$ cat config.mk
export PLATFORM = sky130hd
export DESIGN_NAME = dcache_top
export DESIGN_NICKNAME = d
export VERILOG_FILES = /design/src/design/mem_bus_pkg.sv /design/src/design/dcache_pkg.sv /design/src/design/dcache_cachemem.sv /design/src/design/dcache_cmd_queue.sv /design/src/design/dcache_mshr.sv /design/src/design/dcache.sv /design/src/design/dcache_top.sv
export VERILOG_INCLUDE_DIRS = /design/src /design/src/include
export SDC_FILE = /design/constraint.sdc
export NUM_CORES = 2
export LEC_CHECK = 0
export BUFFER_PORTS_ARGS = -buffer_cell sky130_fd_sc_hd__buf_4
export CAP_MARGIN = 15
export CELL_PAD_IN_SITES_DETAIL_PLACEMENT = 1
export CELL_PAD_IN_SITES_GLOBAL_PLACEMENT = 2
export CORE_ASPECT_RATIO = 1.4
export CORE_MARGIN = 4
export CORE_UTILIZATION = 40
export CTS_BUF_LIST = sky130_fd_sc_hd__clkbuf_4 sky130_fd_sc_hd__clkbuf_8
export DETAILED_ROUTE_END_ITERATION = 12
export PLACE_DENSITY_LB_ADDON = 0.1
export SETUP_SLACK_MARGIN = 0.2
export SYNTH_ARGS = -nofsm -noshare
export SYNTH_HDL_FRONTEND = slang
export SYNTH_HIERARCHICAL = 1
export SYNTH_MEMORY_MAX_BITS = 65536
export SYNTH_SLANG_ARGS = --single-unit
$ cat constraint.sdc
create_clock -name clock -period 48.1 [get_ports clock]
set_input_delay 7.215 -clock clock [delete_from_list [all_inputs] [get_ports clock]]
set_output_delay 7.215 -clock clock [all_outputs]
set_load 0.005 [all_outputs]
$ cat src/include/dcache_config.svh
// data cache configuration
`ifndef DCACHE_CONFIG_SVH
`define DCACHE_CONFIG_SVH

// log2 of the number of lines, one 64-bit word per line
`define DCACHE_INDEX_BITS 5

// pending memory commands, stores and load misses together
`define CMD_QUEUE_DEPTH 8

// memory transaction tags, tag 0 is reserved for "no tag"
`define MEM_TAG_COUNT 16

// byte address width on the memory bus
`define ADDR_BITS 32

`endif

$ cat src/design/mem_bus_pkg.sv
// memory bus types
`include "dcache_config.svh"

package mem_bus_pkg;

  typedef logic [`ADDR_BITS-1:0] addr_t;          // byte address
  typedef logic [63:0] word_t;                      // one line, one word
  typedef logic [$clog2(`MEM_TAG_COUNT)-1:0] mem_tag_t;

  // command encoding seen by the memory
  typedef enum logic [1:0] {
    BUS_NONE  = 2'd0,
    BUS_LOAD  = 2'd1,
    BUS_STORE = 2'd2
  } bus_command_t;

  // request driven toward memory each cycle
  typedef struct packed {
    bus_command_t command;
    addr_t        addr;
    word_t        data;   // store data, zero for loads
  } mem_req_t;

endpackage

$ cat src/design/dcache_pkg.sv
// cache side types
`include "dcache_config.svh"

package dcache_pkg;

  // address = {tag, index, 3-bit byte offset}
  typedef logic [`DCACHE_INDEX_BITS-1:0] cache_index_t;
  typedef logic [`ADDR_BITS-`DCACHE_INDEX_BITS-4:0] cache_tag_t;

  typedef logic [6:0] phys_reg_t;
  typedef logic [4:0] arch_reg_t;

  typedef struct packed {
    mem_bus_pkg::addr_t addr;
    phys_reg_t          pr;
    arch_reg_t          ar;
  } load_req_t;

  typedef struct packed {
    mem_bus_pkg::addr_t addr;
    mem_bus_pkg::word_t data;
  } store_req_t;

  // one result on the common data bus
  typedef struct packed {
    phys_reg_t          pr;
    arch_reg_t          ar;
    mem_bus_pkg::word_t data;
  } cdb_packet_t;

  typedef struct packed {
    mem_bus_pkg::mem_req_t req;
    phys_reg_t             pr;   // destination, loads only
    arch_reg_t             ar;
  } cmd_entry_t;

  typedef struct packed {
    cache_index_t index;
    cache_tag_t   tag;
    phys_reg_t    pr;
    arch_reg_t    ar;
    logic         stale;  // a later store hit this line
  } mshr_entry_t;

endpackage

$ cat src/design/dcache_cachemem.sv
// direct mapped line array
`timescale 1ns/1ps
`include "dcache_config.svh"

module dcache_cachemem (
  input  logic                     clock,
  input  logic                     reset,
  input  dcache_pkg::cache_index_t rd_index,
  input  dcache_pkg::cache_tag_t   rd_tag,
  output logic                     rd_hit,
  output mem_bus_pkg::word_t       rd_data,
  input  logic                     fill_en,
  input  dcache_pkg::cache_index_t fill_index,
  input  dcache_pkg::cache_tag_t   fill_tag,
  input  mem_bus_pkg::word_t       fill_data,
  input  logic                     inval_en,
  input  dcache_pkg::cache_index_t inval_index,
  input  dcache_pkg::cache_tag_t   inval_tag
);

  localparam int LINES = 1 << `DCACHE_INDEX_BITS;

  dcache_pkg::cache_tag_t line_tag [LINES];
  mem_bus_pkg::word_t     line_data [LINES];
  logic [LINES-1:0]       line_valid;
  logic                   inval_hit;
  logic                   fill_write;

  assign rd_hit  = line_valid[rd_index] && (line_tag[rd_index] == rd_tag);
  assign rd_data = line_data[rd_index];

  assign inval_hit = inval_en && line_valid[inval_index] && (line_tag[inval_index] == inval_tag);
  // a store to the very line being filled cancels the fill
  assign fill_write = fill_en && !(inval_en && (inval_index == fill_index) &&
                                   (inval_tag == fill_tag));

  always_ff @(posedge clock)
  begin
    if (reset)
    begin
      line_valid <= '0;
    end
    else
    begin
      if (inval_hit)
        line_valid[inval_index] <= 1'b0;
      if (fill_write)
        line_valid[fill_index] <= 1'b1;  // different tag replaces the line
    end
  end

  always_ff @(posedge clock)
  begin
    if (fill_write)
    begin
      line_tag[fill_index]  <= fill_tag;
      line_data[fill_index] <= fill_data;
    end
  end

endmodule

$ cat src/design/dcache_cmd_queue.sv
// memory command fifo
`timescale 1ns/1ps
`include "dcache_config.svh"

module dcache_cmd_queue (
  input  logic                   clock,
  input  logic                   reset,
  input  logic                   push,
  input  dcache_pkg::cmd_entry_t push_entry,
  output logic                   full,
  output logic                   empty,
  output dcache_pkg::cmd_entry_t head,
  input  logic                   pop
);

  localparam int DEPTH = `CMD_QUEUE_DEPTH;
  localparam int PTR_BITS = (DEPTH > 1) ? $clog2(DEPTH) : 1;

  typedef logic [PTR_BITS-1:0] ptr_t;
  typedef logic [$clog2(DEPTH+1)-1:0] count_t;

  dcache_pkg::cmd_entry_t slots [DEPTH];
  ptr_t                   head_ptr;
  ptr_t                   tail_ptr;
  count_t                 count;
  logic                   do_push;
  logic                   do_pop;

  function automatic ptr_t next_ptr(input ptr_t ptr);
    return (ptr == ptr_t'(DEPTH - 1)) ? '0 : ptr + 1'b1;
  endfunction

  assign full    = (count == count_t'(DEPTH));
  assign empty   = (count == '0);
  assign do_push = push && !full;
  assign do_pop  = pop && !empty;

  always_comb
  begin
    head = slots[head_ptr];
    if (empty)
    begin
      head = '0;
      head.req.command = mem_bus_pkg::BUS_NONE;  // idle bus
    end
  end

  always_ff @(posedge clock)
  begin
    if (reset)
    begin
      head_ptr <= '0;
      tail_ptr <= '0;
      count    <= '0;
    end
    else
    begin
      if (do_push)
        tail_ptr <= next_ptr(tail_ptr);
      if (do_pop)
        head_ptr <= next_ptr(head_ptr);
      case ({do_push, do_pop})
        2'b10:   count <= count + 1'b1;
        2'b01:   count <= count - 1'b1;
        default: count <= count;  // both or neither
      endcase
    end
  end

  always_ff @(posedge clock)
  begin
    if (do_push)
      slots[tail_ptr] <= push_entry;
  end

endmodule

$ cat src/design/dcache_mshr.sv
// miss table indexed by memory tag
`timescale 1ns/1ps
`include "dcache_config.svh"

module dcache_mshr (
  input  logic                     clock,
  input  logic                     reset,
  input  logic                     alloc_en,
  input  mem_bus_pkg::mem_tag_t    alloc_tag,
  input  dcache_pkg::mshr_entry_t  alloc_entry,
  input  logic                     store_en,
  input  dcache_pkg::cache_index_t store_index,
  input  dcache_pkg::cache_tag_t   store_tag,
  input  mem_bus_pkg::mem_tag_t    ret_tag,
  output logic                     ret_hit,
  output dcache_pkg::mshr_entry_t  ret_entry,
  output logic                     busy
);

  localparam int SLOTS = `MEM_TAG_COUNT;

  dcache_pkg::mshr_entry_t slots [SLOTS];
  logic [SLOTS-1:0]        occupied;

  // tag 0 never names a transaction
  assign ret_hit   = (ret_tag != '0) && occupied[ret_tag];
  assign ret_entry = slots[ret_tag];
  assign busy      = |occupied;

  always_ff @(posedge clock)
  begin
    if (reset)
    begin
      occupied <= '0;
    end
    else
    begin
      if (ret_hit)
        occupied[ret_tag] <= 1'b0;
      if (alloc_en)
        occupied[alloc_tag] <= 1'b1;  // a freed tag may be reissued at once
    end
  end

  always_ff @(posedge clock)
  begin
    for (int i = 0; i < SLOTS; i++)
    begin
      if (store_en && occupied[i] && (slots[i].index == store_index) &&
          (slots[i].tag == store_tag))
        slots[i].stale <= 1'b1;
    end
    if (alloc_en)
      slots[alloc_tag] <= alloc_entry;
  end

endmodule

$ cat src/design/dcache.sv
// data cache controller
`timescale 1ns/1ps
`include "dcache_config.svh"

module dcache (
  input  logic                     clock,
  input  logic                     reset,
  input  logic                     load_valid,
  output logic                     load_ready,
  input  dcache_pkg::load_req_t    load_req,
  input  logic                     store_valid,
  output logic                     store_ready,
  input  dcache_pkg::store_req_t   store_req,
  input  logic                     halt,
  output logic                     halted,
  output mem_bus_pkg::mem_req_t    mem_req,
  input  mem_bus_pkg::mem_tag_t    mem_response,
  input  mem_bus_pkg::mem_tag_t    mem_tag,
  input  mem_bus_pkg::word_t       mem_rdata,
  output dcache_pkg::cache_index_t lookup_index,
  output dcache_pkg::cache_tag_t   lookup_tag,
  input  logic                     lookup_hit,
  input  mem_bus_pkg::word_t       lookup_data,
  output logic                     fill_en,
  output dcache_pkg::cache_index_t fill_index,
  output dcache_pkg::cache_tag_t   fill_tag,
  output mem_bus_pkg::word_t       fill_data,
  output logic                     inval_en,
  output dcache_pkg::cache_index_t inval_index,
  output dcache_pkg::cache_tag_t   inval_tag,
  output logic                     cdb_valid,
  output dcache_pkg::cdb_packet_t  cdb
);

  localparam int IDX_LO = 3;
  localparam int TAG_LO = IDX_LO + `DCACHE_INDEX_BITS;

  dcache_pkg::cmd_entry_t   push_entry;
  dcache_pkg::cmd_entry_t   queue_head;
  dcache_pkg::mshr_entry_t  alloc_entry;
  dcache_pkg::mshr_entry_t  ret_entry;
  dcache_pkg::cache_index_t head_index;
  dcache_pkg::cache_tag_t   head_tag;
  logic queue_full;
  logic queue_empty;
  logic store_fire;
  logic load_fire;
  logic load_hit;
  logic pop;
  logic head_is_load;
  logic head_is_store;
  logic ret_hit;
  logic mshr_busy;
  logic halt_seen;
  logic [$clog2(`CMD_QUEUE_DEPTH+1)-1:0] stores_queued;  // accepted, not yet on the bus

  function automatic dcache_pkg::cache_index_t addr_index(input mem_bus_pkg::addr_t addr);
    return addr[TAG_LO-1:IDX_LO];
  endfunction

  function automatic dcache_pkg::cache_tag_t addr_tag(input mem_bus_pkg::addr_t addr);
    return addr[`ADDR_BITS-1:TAG_LO];
  endfunction

  // stores first, and a returning miss owns the result bus
  assign store_ready = !queue_full;
  assign load_ready  = !queue_full && !store_valid && !ret_hit;
  assign store_fire  = store_valid && store_ready;
  assign load_fire   = load_valid && load_ready;

  assign lookup_index = addr_index(load_req.addr);
  assign lookup_tag   = addr_tag(load_req.addr);
  assign load_hit     = load_fire && lookup_hit;

  assign inval_en    = store_fire;
  assign inval_index = addr_index(store_req.addr);
  assign inval_tag   = addr_tag(store_req.addr);

  always_comb
  begin
    push_entry = '0;
    if (store_fire)
    begin
      push_entry.req.command = mem_bus_pkg::BUS_STORE;
      push_entry.req.addr    = store_req.addr;
      push_entry.req.data    = store_req.data;
    end
    else
    begin
      push_entry.req.command = mem_bus_pkg::BUS_LOAD;
      push_entry.req.addr    = load_req.addr;
      push_entry.pr          = load_req.pr;
      push_entry.ar          = load_req.ar;
    end
  end

  // head pops on the edge where memory hands out a tag
  assign mem_req       = queue_head.req;
  assign pop           = (mem_response != '0) && !queue_empty;
  assign head_is_load  = (queue_head.req.command == mem_bus_pkg::BUS_LOAD);
  assign head_is_store = (queue_head.req.command == mem_bus_pkg::BUS_STORE);
  assign head_index    = addr_index(queue_head.req.addr);
  assign head_tag      = addr_tag(queue_head.req.addr);
  assign alloc_entry   = '{index: head_index, tag: head_tag, pr: queue_head.pr,
                           ar: queue_head.ar, stale: 1'b0};

  // misses issued ahead of a queued store would refill old data
  assign fill_en    = ret_hit && !ret_entry.stale && (stores_queued == '0);
  assign fill_index = ret_entry.index;
  assign fill_tag   = ret_entry.tag;
  assign fill_data  = mem_rdata;

  dcache_cmd_queue cmd_queue_i (
    .clock      (clock),
    .reset      (reset),
    .push       (store_fire || (load_fire && !lookup_hit)),
    .push_entry (push_entry),
    .full       (queue_full),
    .empty      (queue_empty),
    .head       (queue_head),
    .pop        (pop)
  );

  dcache_mshr mshr_i (
    .clock       (clock),
    .reset       (reset),
    .alloc_en    (pop && head_is_load),
    .alloc_tag   (mem_response),
    .alloc_entry (alloc_entry),
    .store_en    (pop && head_is_store),  // stale marking as the store reaches memory
    .store_index (head_index),
    .store_tag   (head_tag),
    .ret_tag     (mem_tag),
    .ret_hit     (ret_hit),
    .ret_entry   (ret_entry),
    .busy        (mshr_busy)
  );

  always_ff @(posedge clock)
  begin
    if (reset)
    begin
      stores_queued <= '0;
      cdb_valid     <= 1'b0;
      halt_seen     <= 1'b0;
      halted        <= 1'b0;
    end
    else
    begin
      case ({store_fire, pop && head_is_store})
        2'b10:   stores_queued <= stores_queued + 1'b1;
        2'b01:   stores_queued <= stores_queued - 1'b1;
        default: stores_queued <= stores_queued;
      endcase
      cdb_valid <= ret_hit || load_hit;
      halt_seen <= halt_seen || halt;
      halted    <= halted || (halt_seen && queue_empty && !mshr_busy);  // sticky
    end
  end

  always_ff @(posedge clock)
  begin
    if (ret_hit)
      cdb <= '{pr: ret_entry.pr, ar: ret_entry.ar, data: mem_rdata};
    else if (load_hit)
      cdb <= '{pr: load_req.pr, ar: load_req.ar, data: lookup_data};
  end

endmodule

$ cat src/design/dcache_top.sv
// data cache with its line array
`timescale 1ns/1ps

module dcache_top (
  input  logic                    clock,
  input  logic                    reset,
  input  logic                    load_valid,
  output logic                    load_ready,
  input  dcache_pkg::load_req_t   load_req,
  input  logic                    store_valid,
  output logic                    store_ready,
  input  dcache_pkg::store_req_t  store_req,
  input  logic                    halt,
  output logic                    halted,
  output mem_bus_pkg::mem_req_t   mem_req,
  input  mem_bus_pkg::mem_tag_t   mem_response,
  input  mem_bus_pkg::mem_tag_t   mem_tag,
  input  mem_bus_pkg::word_t      mem_rdata,
  output logic                    cdb_valid,
  output dcache_pkg::cdb_packet_t cdb
);

  dcache_pkg::cache_index_t lookup_index;
  dcache_pkg::cache_tag_t   lookup_tag;
  logic                     lookup_hit;
  mem_bus_pkg::word_t       lookup_data;
  logic                     fill_en;
  dcache_pkg::cache_index_t fill_index;
  dcache_pkg::cache_tag_t   fill_tag;
  mem_bus_pkg::word_t       fill_data;
  logic                     inval_en;
  dcache_pkg::cache_index_t inval_index;
  dcache_pkg::cache_tag_t   inval_tag;

  // names match the controller ports one to one
  dcache dcache_i (.*);

  dcache_cachemem cachemem_i (
    .clock       (clock),
    .reset       (reset),
    .rd_index    (lookup_index),
    .rd_tag      (lookup_tag),
    .rd_hit      (lookup_hit),
    .rd_data     (lookup_data),
    .fill_en     (fill_en),
    .fill_index  (fill_index),
    .fill_tag    (fill_tag),
    .fill_data   (fill_data),
    .inval_en    (inval_en),
    .inval_index (inval_index),
    .inval_tag   (inval_tag)
  );

endmodule

* Word-level counts from Yosys, hierarchy flattened
Memory sizes are Yosys's and may differ from the RTL's. A register that Yosys moved wholly into a read port is not among the register bits. Index checks and enable logic that the tools add are counted. Widths: inputs -> output; s select.
Storage, ports and cells: bits in registers 141, memory bits (writable) 4368, output and inout port bits 178, word-level logic and storage cells 250, memories kept 4
Cells by class: add/sub/neg operators 6, order comparisons 9, equal/unequal tests 45, multiplexer cells 73, bitwise gates (word level) 6, reduce and logical (&&, ||, !) cells 95
Memory list:
- cachemem_i.line_data | depth 32, width 64, rd ports 1, clocked after Yosys merged registers in 0, wr ports 1, RTL line dcache_cachemem.sv:24 | mem_bus_pkg::word_t line_data [LINES];
- dcache_i.cmd_queue_i.slots | depth 8, width 110, rd ports 1, clocked after Yosys merged registers in 1, wr ports 1, RTL line dcache_cmd_queue.sv:22 | dcache_pkg::cmd_entry_t slots [DEPTH];
- cachemem_i.line_tag | depth 32, width 24, rd ports 2, clocked after Yosys merged registers in 0, wr ports 1, RTL line dcache_cachemem.sv:23 | dcache_pkg::cache_tag_t line_tag [LINES];
- dcache_i.mshr_i.slots | depth 16, width 42, rd ports 17, clocked after Yosys merged registers in 0, wr ports 16, RTL line dcache_mshr.sv:22 | dcache_pkg::mshr_entry_t slots [SLOTS];
Operators by type and width (number):
- $eq 24x24->1 | 19
- $mux 76 | 2
- $mux 110 | 1
- $mux 32 | 3
- $eq 5x5->1 | 17
- $logic_and 1x1->1 | 74
- $mux 64 | 1
- $mux 16 | 3
- $mux 1 | 45
- $mux 42 | 1
- $reduce_or 42->1 | 1
- $mux 34 | 1
- $and 32x32->32 | 1
- $not 32->32 | 1
- $or 32x32->32 | 1
- $lt 5x6->1 const B | 3
- $and 16x16->16 | 1
- $not 16->16 | 1
- $or 16x16->16 | 1
- $pmux 4 s2 | 2
- $reduce_or 16->1 | 1
- $mux 12 | 1
- $mux 3 | 4
- $bmux 1 s5 | 2
- 20 further kinds | 47

* Logic depth before layout (Yosys ltp)
depth after elaboration 11, depth in mapped cells 24, mapped depth without buffers 17

* Hierarchy
Netlist, hierarchy kept.
Modules (own cells, without submodules):
- dcache_cachemem | times used 1, cells an instance 5273, area each 115838.6 µm², sequential area each 85201.7 µm²
- dcache_cmd_queue | times used 1, cells an instance 1471, area each 34179.0 µm², sequential area each 26685.6 µm²
- dcache_mshr | times used 1, cells an instance 1780, area each 31627.8 µm², sequential area each 20339.5 µm²
- dcache | times used 1, cells an instance 524, area each 5450.2 µm², sequential area each 2422.3 µm²

* Worst setup path before layout
Ideal clock, no wire load.
path type input-to-reg, start input load_req[15] (netlist name), end memory dcache_i/cmd_queue_i/slots[0][0] (netlist name) (enable), setup time 0.848 ns, arrival time 20.332 ns, data required time 47.252 ns, path slack 26.920 ns, stages 15, buffers on the path 5, cell sequence buf_4 -> buf_2 -> buf_4 -> buf_2 -> mux4_2 -> mux4_2 -> xnor2_1 -> o21ai_0 -> o32ai_1 -> o211ai_1 -> nor4_1 -> o21ai_0 -> a21bo_1 -> buf_6 -> nor4_1
On the way: word-level cells in the longest chain between the ends 9, elaborated cells between the ends (all ways) 11
RTL lines:
- from (decl) | RTL line dcache_top.sv:9 | input dcache_pkg::load_req_t load_req,
- $mem_v2 32x24 or $bmux 1 s5 (tied branches)
- $eq 24x24->1 or $mux 1 (tied branches) | RTL line dcache_cachemem.sv:29 | assign rd_hit = line_valid[rd_index] && (line_tag[rd_index] == rd_tag);
- $logic_and 1x1->1 * | RTL line dcache_cachemem.sv:29
- named net lookup_hit | RTL line dcache_top.sv:25 | logic lookup_hit;
- $logic_not 1->1 * | RTL line dcache.sv:116 | .push (store_fire || (load_fire && !lookup_hit)),
- $logic_and 1x1->1 * | RTL line dcache.sv:116
- $logic_or 1x1->1 * | RTL line dcache.sv:116
- $logic_and 1x1->1 * | RTL line dcache_cmd_queue.sv:35 | assign do_push = push && !full;
- $mux 1 * | RTL line dcache_cmd_queue.sv:72 | if (do_push)
- $mux 1 (implied by the code) * | RTL line dcache_cmd_queue.sv:73 | slots[tail_ptr] <= push_entry;
- to (decl) | RTL line dcache_cmd_queue.sv:22
Mark *: on every way through the listed nets, which the timed path passes. The rest lies on a longest branch. The select of a mux whose other input is x is not followed.

* Worst setup path in the final report
start input mem_tag[0], end output load_ready
On the way: word-level cells in the longest chain between the ends 5, elaborated cells between the ends (all ways) 6
RTL lines:
- from (decl) | RTL line dcache_top.sv:17 | input mem_bus_pkg::mem_tag_t mem_tag,
- $bmux 1 s4 | RTL line dcache_mshr.sv:26 | assign ret_hit = (ret_tag != '0) && occupied[ret_tag];
- $mux 1 (implied by the code) | RTL line dcache_mshr.sv:26
- $logic_and 1x1->1 * | RTL line dcache_mshr.sv:26
- named net dcache_i.ret_hit | RTL line dcache.sv:52 | logic ret_hit;
- $logic_not 1->1 * | RTL line dcache.sv:67 | assign load_ready = !queue_full && !store_valid && !ret_hit;
- $logic_and 1x1->1 * | RTL line dcache.sv:67
- to (decl) | RTL line dcache_top.sv:8 | output logic load_ready,
Marks and branches as above.

==> flow_summary.ini <==
[status]
outcome = finished, final reports clean

[hold_path]
min_from = dcache_i/halt_seen
hold_depth = 2
hold_path_class = flop to flop
hold_end = dcache_i/halt_seen

[synth]
avgSynthCellArea_um2 = 20.7
yosysUniqueCellTypes = 81
yosys_warnings = 6
yosys-top-cells-area = edfxtp_1, mux4_2, mux2i_1
synth_top_flop_cell = edfxtp_1
synthArstFlopShare = 0
yosys.area.top_type_share = 0.711
ys_seq_elements = 4512
synth_area_leader_cell = edfxtp_1
syn_inst = 9048
seq_area_frac_synth = 0.720
synth_edf_count = 4428
synthesis.area_mm2 = 0.187

[global_routing]
grt_max_degree = 128
grt_pass1_wl_um = 837000
track_usage = 0.249
grt_overflow = 0
antenna_found_initial = 43
grt_pass1_vias = 104000

[power_and_ir_drop]
p_leak_nw = 66.8
pwr-share-clk = 0.339
switching_share = 0.285
p_sw_w = 0.00270
comb_power_share = 0.173
seqPwrFrac = 0.488
internal-power_w = 0.00677
powerDensity_mw_per_mm2 = 45.1
ir_drop_mv = 0.0383

[finish]
drive_gt1_frac = 0.316
final_nets = 9930
instances_no_fill = 16400
layout_commonest_cell = edfxtp_1
post-route-util = 0.451
area_growth_pct = 12.2
final_cell_mix = edfxtp_1, mux4_2, clkbuf_8

[setup_path]
cp_top_family = multiplexers
critPathBufInv = 2
crit_fanout = 50
start_kind = input pin
regToRegStartpoint = cachemem_i/line_tag[30][22]
rrSetupSlack_ns = 41.82
crit_chain = buf_8, mux4_2, mux4_4, nor3_1, buf_4
reg2reg_depth = 14
path_class = input pin to primary output
timing.rr.end = dcache_i/cmd_queue_i/slots[3][95]
crit_arrival_ns = 9.81
cp-end-kind = primary output
crit_path_max_incr_delay_ns = 0.75
critPathRequiredTime_ns = 40.88
cp_slowest_cell = mux4_4

[clocking]
cts_buffer_depth = 4
cts_tree = built
h-tree-depth = 6
cts.reportedPaths.clkPinSlew_ns = 0.05
cts_buffers = 706
cts.repair.resized = 0
clkLatencyLatePin_ns = 1.33
postCtsSetupBuffers = 0
cts_hold_buf = 0
cts.sinks = 4512
root_buffer = clkbuf_8

[sta]
post-route-period-util = 0.354
setup_viol = 0
slew_headroom = 0.156
fmax_mhz = 58.7
hold_viol_final = 0
worst_pin_slew_ns = 1.26
finalCriticalPeriod_ns = 17.02
fin_skew_ns = 0.0988
setup_tns_ns = 0
slew_violations = 0
layout_setup_ws_ns = 31.08
rsz0062_at_grt = no

[die]
core_area_mm2 = 0.465
ios = 395
initial_core_util = 0.402
fp.dieH_um = 817
row_count = 296
chipWidth_um = 586
die_area_mm2 = 0.479

[place]
place_ws_ns = 31.05
dp_hpwl_um = 348000
place_inst = 15100
place.gp.congestion = 0.885
port_buffers = 394

[run]
max_cap_violations = 0

[detailed_routing]
drt_iter0_drc = 8188
detail_route.wl_per_cell_um = 36.8
vias = 95600
drc = 0
ant_nets = 0
firstDrtPassIters = 5
viasPerCell = 5.84
routed_wl_um = 603000
-- layout make-up --
cell class | instances | area (um^2)
antenna | 14 | 35.0
clock buffer | 944 | 11600
clock inverter | 323 | 2000
fill | 42700 | 255000
inverter | 71 | 472
multi-input combinational | 3807 | 48700
sequential | 4512 | 135000
tap | 6109 | 7640
timing repair buffer | 606 | 4710
-- sequential cells by signal (all words and copies together), names as in the netlist, 16 cells and up, named ones only --
name	cells
dcache_i/mshr_i/slots	672
dcache_i/mshr_i/occupied	16
cachemem_i/line_data	2048
cachemem_i/line_valid	32
cachemem_i/line_tag	768
dcache_i/cmd_queue_i/slots	880
dcache_i/cdb	76
-- cell usage after synthesis (93+ instances only) --
library cell and instances:
mux2_2 131, o22ai_1 203, edfxtp_1 4428, buf_4 155
nor4_1 124, clkbuf_1 161, xor2_1 218, mux4_2 1299
nand4_1 93, buf_2 245, mux2i_1 536, nand2_1 252
nor2_1 193, xnor2_1 291
-- worst min-delay path: stages, from the launching register on --
cell     delay, ns
dfxtp_1       0.33
nor2_1        0.05
nor2_1        0.07
-- power groups by stage --
stage | combinational, W | clock (W) | sequential, W
after floorplan | 0.000922 | 0 | 0.00469
after global placement | 0.00164 | 0 | 0.00469
final | 0.00164 | 0.00321 | 0.00462
after CTS | 0.00167 | 0.00329 | 0.00462
after global routing | 0.00172 | 0.00347 | 0.00462
after detailed placement | 0.00166 | 0 | 0.00470
-- stage by stage --
| step | area [um^2] | hold WS, ns | power [W] |
|---|---|---|---|
| after global placement | 196000 | 0.458 | 0.00634 |
| after global routing | 210000 | 0.516 | 0.00981 |
| after detailed placement | 196000 | 0.472 | 0.00636 |
| final | 210000 | 0.480 | 0.00947 |
| after CTS | 210000 | 0.484 | 0.00958 |
| after floorplan | 187000 | 0.435 | 0.00562 |
-- metal layers --
| metal | global-route usage | vias up | part of all wire |
|---|---|---|---|
| met3 | 0.0364 | 1100 | 0.053 |
| met5 | 0 | - | 0.00021 |
| met1 | 0.310 | 52300 | 0.39 |
| met4 | 0.106 | 18 | 0.049 |
| li1 | - | 38900 | - |
| met2 | 0.433 | 3299 | 0.51 |
-- worst max-delay path by stage --
stage / from / endpoint / slack [ns] / cells past startpoint
finish: mem_tag[0] / load_ready / 31.08 / 5
CTS: mem_tag[0] / load_ready / 31.04 / 5
detailed placement: mem_tag[0] / load_ready / 31.05 / 5
global placement: mem_tag[0] / load_ready / 31.04 / 7
floorplan: load_req[15] / dcache_i/cmd_queue_i/slots[0][0] / 26.92 / 15
global route: mem_tag[0] / load_ready / 30.98 / 5
-- cells by family (layout without fill, tap and decap cells) --
logic type	after synthesis	after routing	synth area share
compound gates	408	408	0.0141
xor+xnor	509	509	0.0238
fa+ha+maj	9	9	0.000602
buf+inv	731	1944	0.0220
flops	4512	4512	0.720
mux	1981	1981	0.195
other cells	1	17	0.0000200
simple gates	897	897	0.0248
Note: power is estimated with default switching activity, not from simulation.
